### src/sd_pkg.sv
// ================================================
// Shared definitions for the SPI-mode SD host:
// response kinds, the received response word and
// frame length constants
// ================================================

package sd_pkg;

  // Response expected after a command
  typedef enum logic [1:0] {
    resp_r1      = 2'd0,
    resp_r3r7    = 2'd1,
    resp_r1b     = 2'd2,
    resp_r1_data = 2'd3
  } resp_kind_t;

  // Received response word, read either as a bare R1
  // or as a full R3/R7 with status on top
  typedef union packed {
    struct packed {
      logic [31:0] unused;
      logic [7:0]  status;
    } r1;
    struct packed {
      logic [7:0]  status;
      logic [31:0] payload;
    } r3r7;
  } sd_response_t;

  // Command frame: start bits, index, argument, CRC7, end bit
  localparam int cmd_frame_bits = 48;

  // Bits covered by the command CRC7
  localparam int cmd_crc_span = 40;

  // Response lengths in bits
  localparam int r1_bits = 8;
  localparam int r3r7_bits = 40;

  // Trailing CRC of a data block
  localparam int crc16_bits = 16;

  // Generator polynomials without the top term
  localparam logic [6:0] crc7_poly = 7'h09;
  localparam logic [15:0] crc16_poly = 16'h1021;

  // Serial CRC7 over the leading part of a command frame
  function automatic logic [6:0] crc7_of(input logic [cmd_crc_span-1:0] data);
    logic [6:0] crc;
    logic feedback;
    crc = '0;
    for (int i = cmd_crc_span - 1; i >= 0; i--) begin
      feedback = data[i] ^ crc[6];
      crc = {crc[5:0], 1'b0};
      if (feedback) begin
        crc = crc ^ crc7_poly;
      end
    end
    return crc;
  endfunction

endpackage

### src/sd_cmd_sender.sv
// ================================================
// SD command sender: frames index and argument
// with CRC7 and shifts the 48-bit frame onto mosi
// ================================================

`timescale 1ns/1ps

module sd_cmd_sender (
  input  logic        clock,
  input  logic        reset,
  input  logic        send_valid,
  input  logic [5:0]  send_index,
  input  logic [31:0] send_argument,
  output logic        send_ready,
  output logic        send_done,
  output logic        mosi
);

  localparam int frame_bits = sd_pkg::cmd_frame_bits;
  localparam int count_width = $clog2(frame_bits);

  logic [frame_bits-1:0] frame;
  logic [frame_bits-1:0] shift_reg;
  logic [count_width-1:0] bit_count;
  logic [6:0] crc7;
  logic busy;
  logic accept;

  // Start bits 01, index and argument feed the CRC
  always_comb begin
    crc7 = sd_pkg::crc7_of({2'b01, send_index, send_argument});
    frame = {2'b01, send_index, send_argument, crc7, 1'b1};
  end

  assign send_ready = !busy;
  assign accept = send_valid && send_ready;

  // Frame MSB goes out the cycle after acceptance
  always_ff @(posedge clock or posedge reset) begin
    if (reset) begin
      busy <= 1'b0;
      bit_count <= '0;
      send_done <= 1'b0;
      mosi <= 1'b1;
    end else begin
      send_done <= 1'b0;
      if (accept) begin
        busy <= 1'b1;
        bit_count <= count_width'(frame_bits - 1);
        mosi <= frame[frame_bits-1];
      end else if (busy) begin
        if (bit_count == '0) begin
          // Last bit was on the line this cycle
          busy <= 1'b0;
          send_done <= 1'b1;
          mosi <= 1'b1;
        end else begin
          bit_count <= bit_count - 1'b1;
          mosi <= shift_reg[frame_bits-1];
        end
      end
    end
  end

  // Remaining frame bits, refilled with ones
  always_ff @(posedge clock) begin
    if (accept) begin
      shift_reg <= {frame[frame_bits-2:0], 1'b1};
    end else if (busy) begin
      shift_reg <= {shift_reg[frame_bits-2:0], 1'b1};
    end
  end

endmodule

### config.mk
export PLATFORM = sky130hd
export DESIGN_NAME = sd_cmd_sender
export DESIGN_NICKNAME = d
export VERILOG_FILES = /design/src/sd_pkg.sv /design/src/sd_cmd_sender.sv
export SDC_FILE = /design/constraint.sdc
export NUM_CORES = 1
export LEC_CHECK = 0
export ABC_AREA = 1
export CAP_MARGIN = 20
export CORE_ASPECT_RATIO = 1.5
export CORE_MARGIN = 1.5
export CORE_UTILIZATION = 55
export DETAILED_ROUTE_END_ITERATION = 12
export DONT_BUFFER_PORTS = 1
export GPL_ROUTABILITY_DRIVEN = 0
export HOLD_SLACK_MARGIN = 0.06
export PLACE_DENSITY = 0.7
export SLEW_MARGIN = 10
export SYNTH_ARGS = -nofsm -noshare
export SYNTH_HDL_FRONTEND = slang
export SYNTH_SLANG_ARGS = --single-unit
### constraint.sdc
create_clock -name clock -period 3.4 [get_ports clock]
set_input_delay 0.68 -clock clock [delete_from_list [all_inputs] [get_ports clock]]
set_output_delay 0.68 -clock clock [all_outputs]
set_load 0.02 [all_outputs]
==> out/qor.yml <==
crit_path_max_incr_delay_ns: 0.14
wire_per_inst_um: 12.9
worst-path-stages: 26
crit_path_max_fanout: 4
status: "complete, no violations"
setup_viol: 0
gr-usage-all-layers_pct: 23.6
maxSlewViolCount: 0
yosysWarningCount: 0
clockBufferDepth: 2
seq_area_frac_synth_pct: 45.6
ant_nets: 0
period_share_pct: 77.4
area_growth_syn_to_layout_pct: 5.35
worstMarginPinSlew_ns: 0.613
fillers: 583
crit_required_ns: 3.48
post_cts_resize_count: 0
reg2reg_slack_ns: 1.14
die_h_um: 101
ys_seq_elements: 55
core_um2: 6170
cts_setup_buffers: 0
rsz0062_at_grt: "false"
grt_pass1_wl_um: 12400
synth.distinct_cells: 26
total_power_mw: 2.69
drt-initial-drc-count: 216
dp_hpwl_um: 5850
initial_core_util_pct: 56.8
nNetsFinal: 540
avgSynthCellArea_um2: 7.06
cts-htree-levels: 2
cts_sinks: 55
critPathTopFamily: "simple AND/OR/NAND/NOR gates"
skew_ns: 0.00621
drive_above_1_share_pct: 7.83
slew_headroom_pct: 59.1
fin_setup_tns_ns: 0
root_buffer: "clkbuf_8"
yosysTopAreaCellShare_pct: 38.5
port_buffers: 0
hp-class: "in2async"
total_leakage_power_nw: 1.99
synth_fp_nets: 540
grt_remaining_overflow: 0
clk_pin_slew_ns: 0.11
postLayoutCoreUtil_pct: 59.8
ioPinCount: 44
cp_slowest_cell: "nand2_1"
timing.hold.ws_ns: 0.198
synth.largest_area_cell: "edfxtp_1"
timing.fmax_mhz: 380
fin_crit_ns: 2.63
crit_arrival_ns: 2.71
fp.dieW_um: 68.2
dr.pass1.iters: 5
power.density_nw_per_um2: 728
clock_latency_ns: 0.31
cp.buffers_inverters: 5
synth_area_leaders: "edfxtp_1 39%, nand2_1 23%, nand3_1 8.7%"
cp-start-kind: "primary input"
maxCapViolCount: 0
largest_reg_flops: 46
rows: 35
die-area_um2: 6870
cts_tree: "yes"
synth_area_um2: 3510
grt_pass1_vias: 2871
drc: 0
numCtsBuffers: 5
ff2ff_path_depth: 10
drt-vias-per-instance: 5.35
path_class: "in2reg"
crit_path_end_kind: "flip-flop"
syn_inst: 497
diodes: 0
cts_hold_buf: 0
vias: 3062
grt_max_degree: 54
hold_violations: 0
grt_antenna_before_repair: 0
vdd_drop_max_mv: 0.329
crit_top_cell: "nand2_1"
drt-total-wl_um: 7380
[report_power, final]
| group | switching (mW) | internal [mW] |
|---|---|---|
| sequential | 0.120 | 1.16 |
| clock | 0.232 | 0.194 |
| combinational | 0.640 | 0.346 |
| total | 0.992 | 1.70 |
[per-layer routing]
layer  global-route usage [%]  share of wire (%)  up-vias
met5                        0                  0        -
li1                         -                  -     1585
met2                     41.4                 53       69
met1                     28.6                 40     1394
met3                     4.02                4.8       14
met4                     7.85                2.2        0
[cell families after synthesis]
| family | count (synthesis) | share of synthesized area (%) |
|---|---|---|
| AOI/OAI and AO/OA | 48 | 7.17 |
| adders and majority gates | 2 | 0.713 |
| xor gates and xnor gates | 3 | 0.749 |
| and+or+nand+nor | 309 | 37.2 |
| buffers and inverters | 80 | 8.56 |
| DFF | 55 | 45.6 |
[cell type report]
cell class	instances	area, um^2	share of cell area, %
inverter	71	267	7.21
multi-input combinational	362	1610	43.6
clock buffer	6	93.8	2.54
clock inverter	2	17.5	0.474
sequential	55	1600	43.2
tap	74	92.6	2.51
timing repair buffer	2	15.0	0.406
[worst paths after layout]
kind	from	to
max	send_argument[31]	shift_reg[6]$_DFFE_PP_
min	reset	send_done$_DFF_PP0_
max reg2reg	busy$_DFF_PP0_	bit_count[5]$_DFFE_PP0P_
min reg2reg	shift_reg[46]$_DFFE_PP_	shift_reg[47]$_SDFFE_PP1P_
max in group asynchronous	reset	mosi$_DFFE_PP1P_
min in group clock	shift_reg[46]$_DFFE_PP_	shift_reg[47]$_SDFFE_PP1P_
[cell usage after synthesis (all sizes together)]
cell type,instances
nand2,233
inv,71
nand3,62
edfxtp,45
o21ai,42
clkbuf,9
dfrtp,8
nor2,8
a21oi,2
a31oi,2
ha,2
nand4,2
nor3,2
xnor2,2
a221o,1
dfstp,1
dfxtp,1
nand3b,1
o22a,1
or2,1
xor2,1
[stage by stage]
| stage | worst slack [ns] | area [um^2] | std cells |
|---|---|---|---|
| 5_1_grt | 0.390 | 3690 | 572 |
| 4_1_cts | 0.778 | 3690 | 572 |
| 3_3_place_gp | 0.501 | 3580 | 564 |
| 6_report | 0.768 | 3690 | 572 |
| 3_5_place_dp | 0.438 | 3580 | 564 |
| 2_1_floorplan | 0.844 | 3510 | 497 |
[cells in the final DEF (no fill, tap or decap), drive strengths merged]
cell | Yosys | layout
a21oi | 2 | 2
a221o | 1 | 1
a31oi | 2 | 2
buf | 0 | 2
clkbuf | 9 | 6
clkinv | 0 | 1
dfrtp | 8 | 8
dfstp | 1 | 1
dfxtp | 1 | 1
edfxtp | 45 | 45
ha | 2 | 2
inv | 71 | 72
nand2 | 233 | 233
nand3 | 62 | 62
nand3b | 1 | 1
nand4 | 2 | 2
nor2 | 8 | 8
nor3 | 2 | 2
o21ai | 42 | 42
o22a | 1 | 1
or2 | 1 | 1
xnor2 | 2 | 2
xor2 | 1 | 1
[worst reg2reg max path, stage by stage, from the launching register on]
cell and delay (ns):
dfrtp_1 0.44, inv_1 0.25, nand2_2 0.39, nand2_1 0.31
nand2_1 0.10, nor3_1 0.14, inv_1 0.08, nor2_1 0.15
inv_1 0.07, o21ai_0 0.14, nand3_1 0.09
Power figures use the tool's default switching activity.
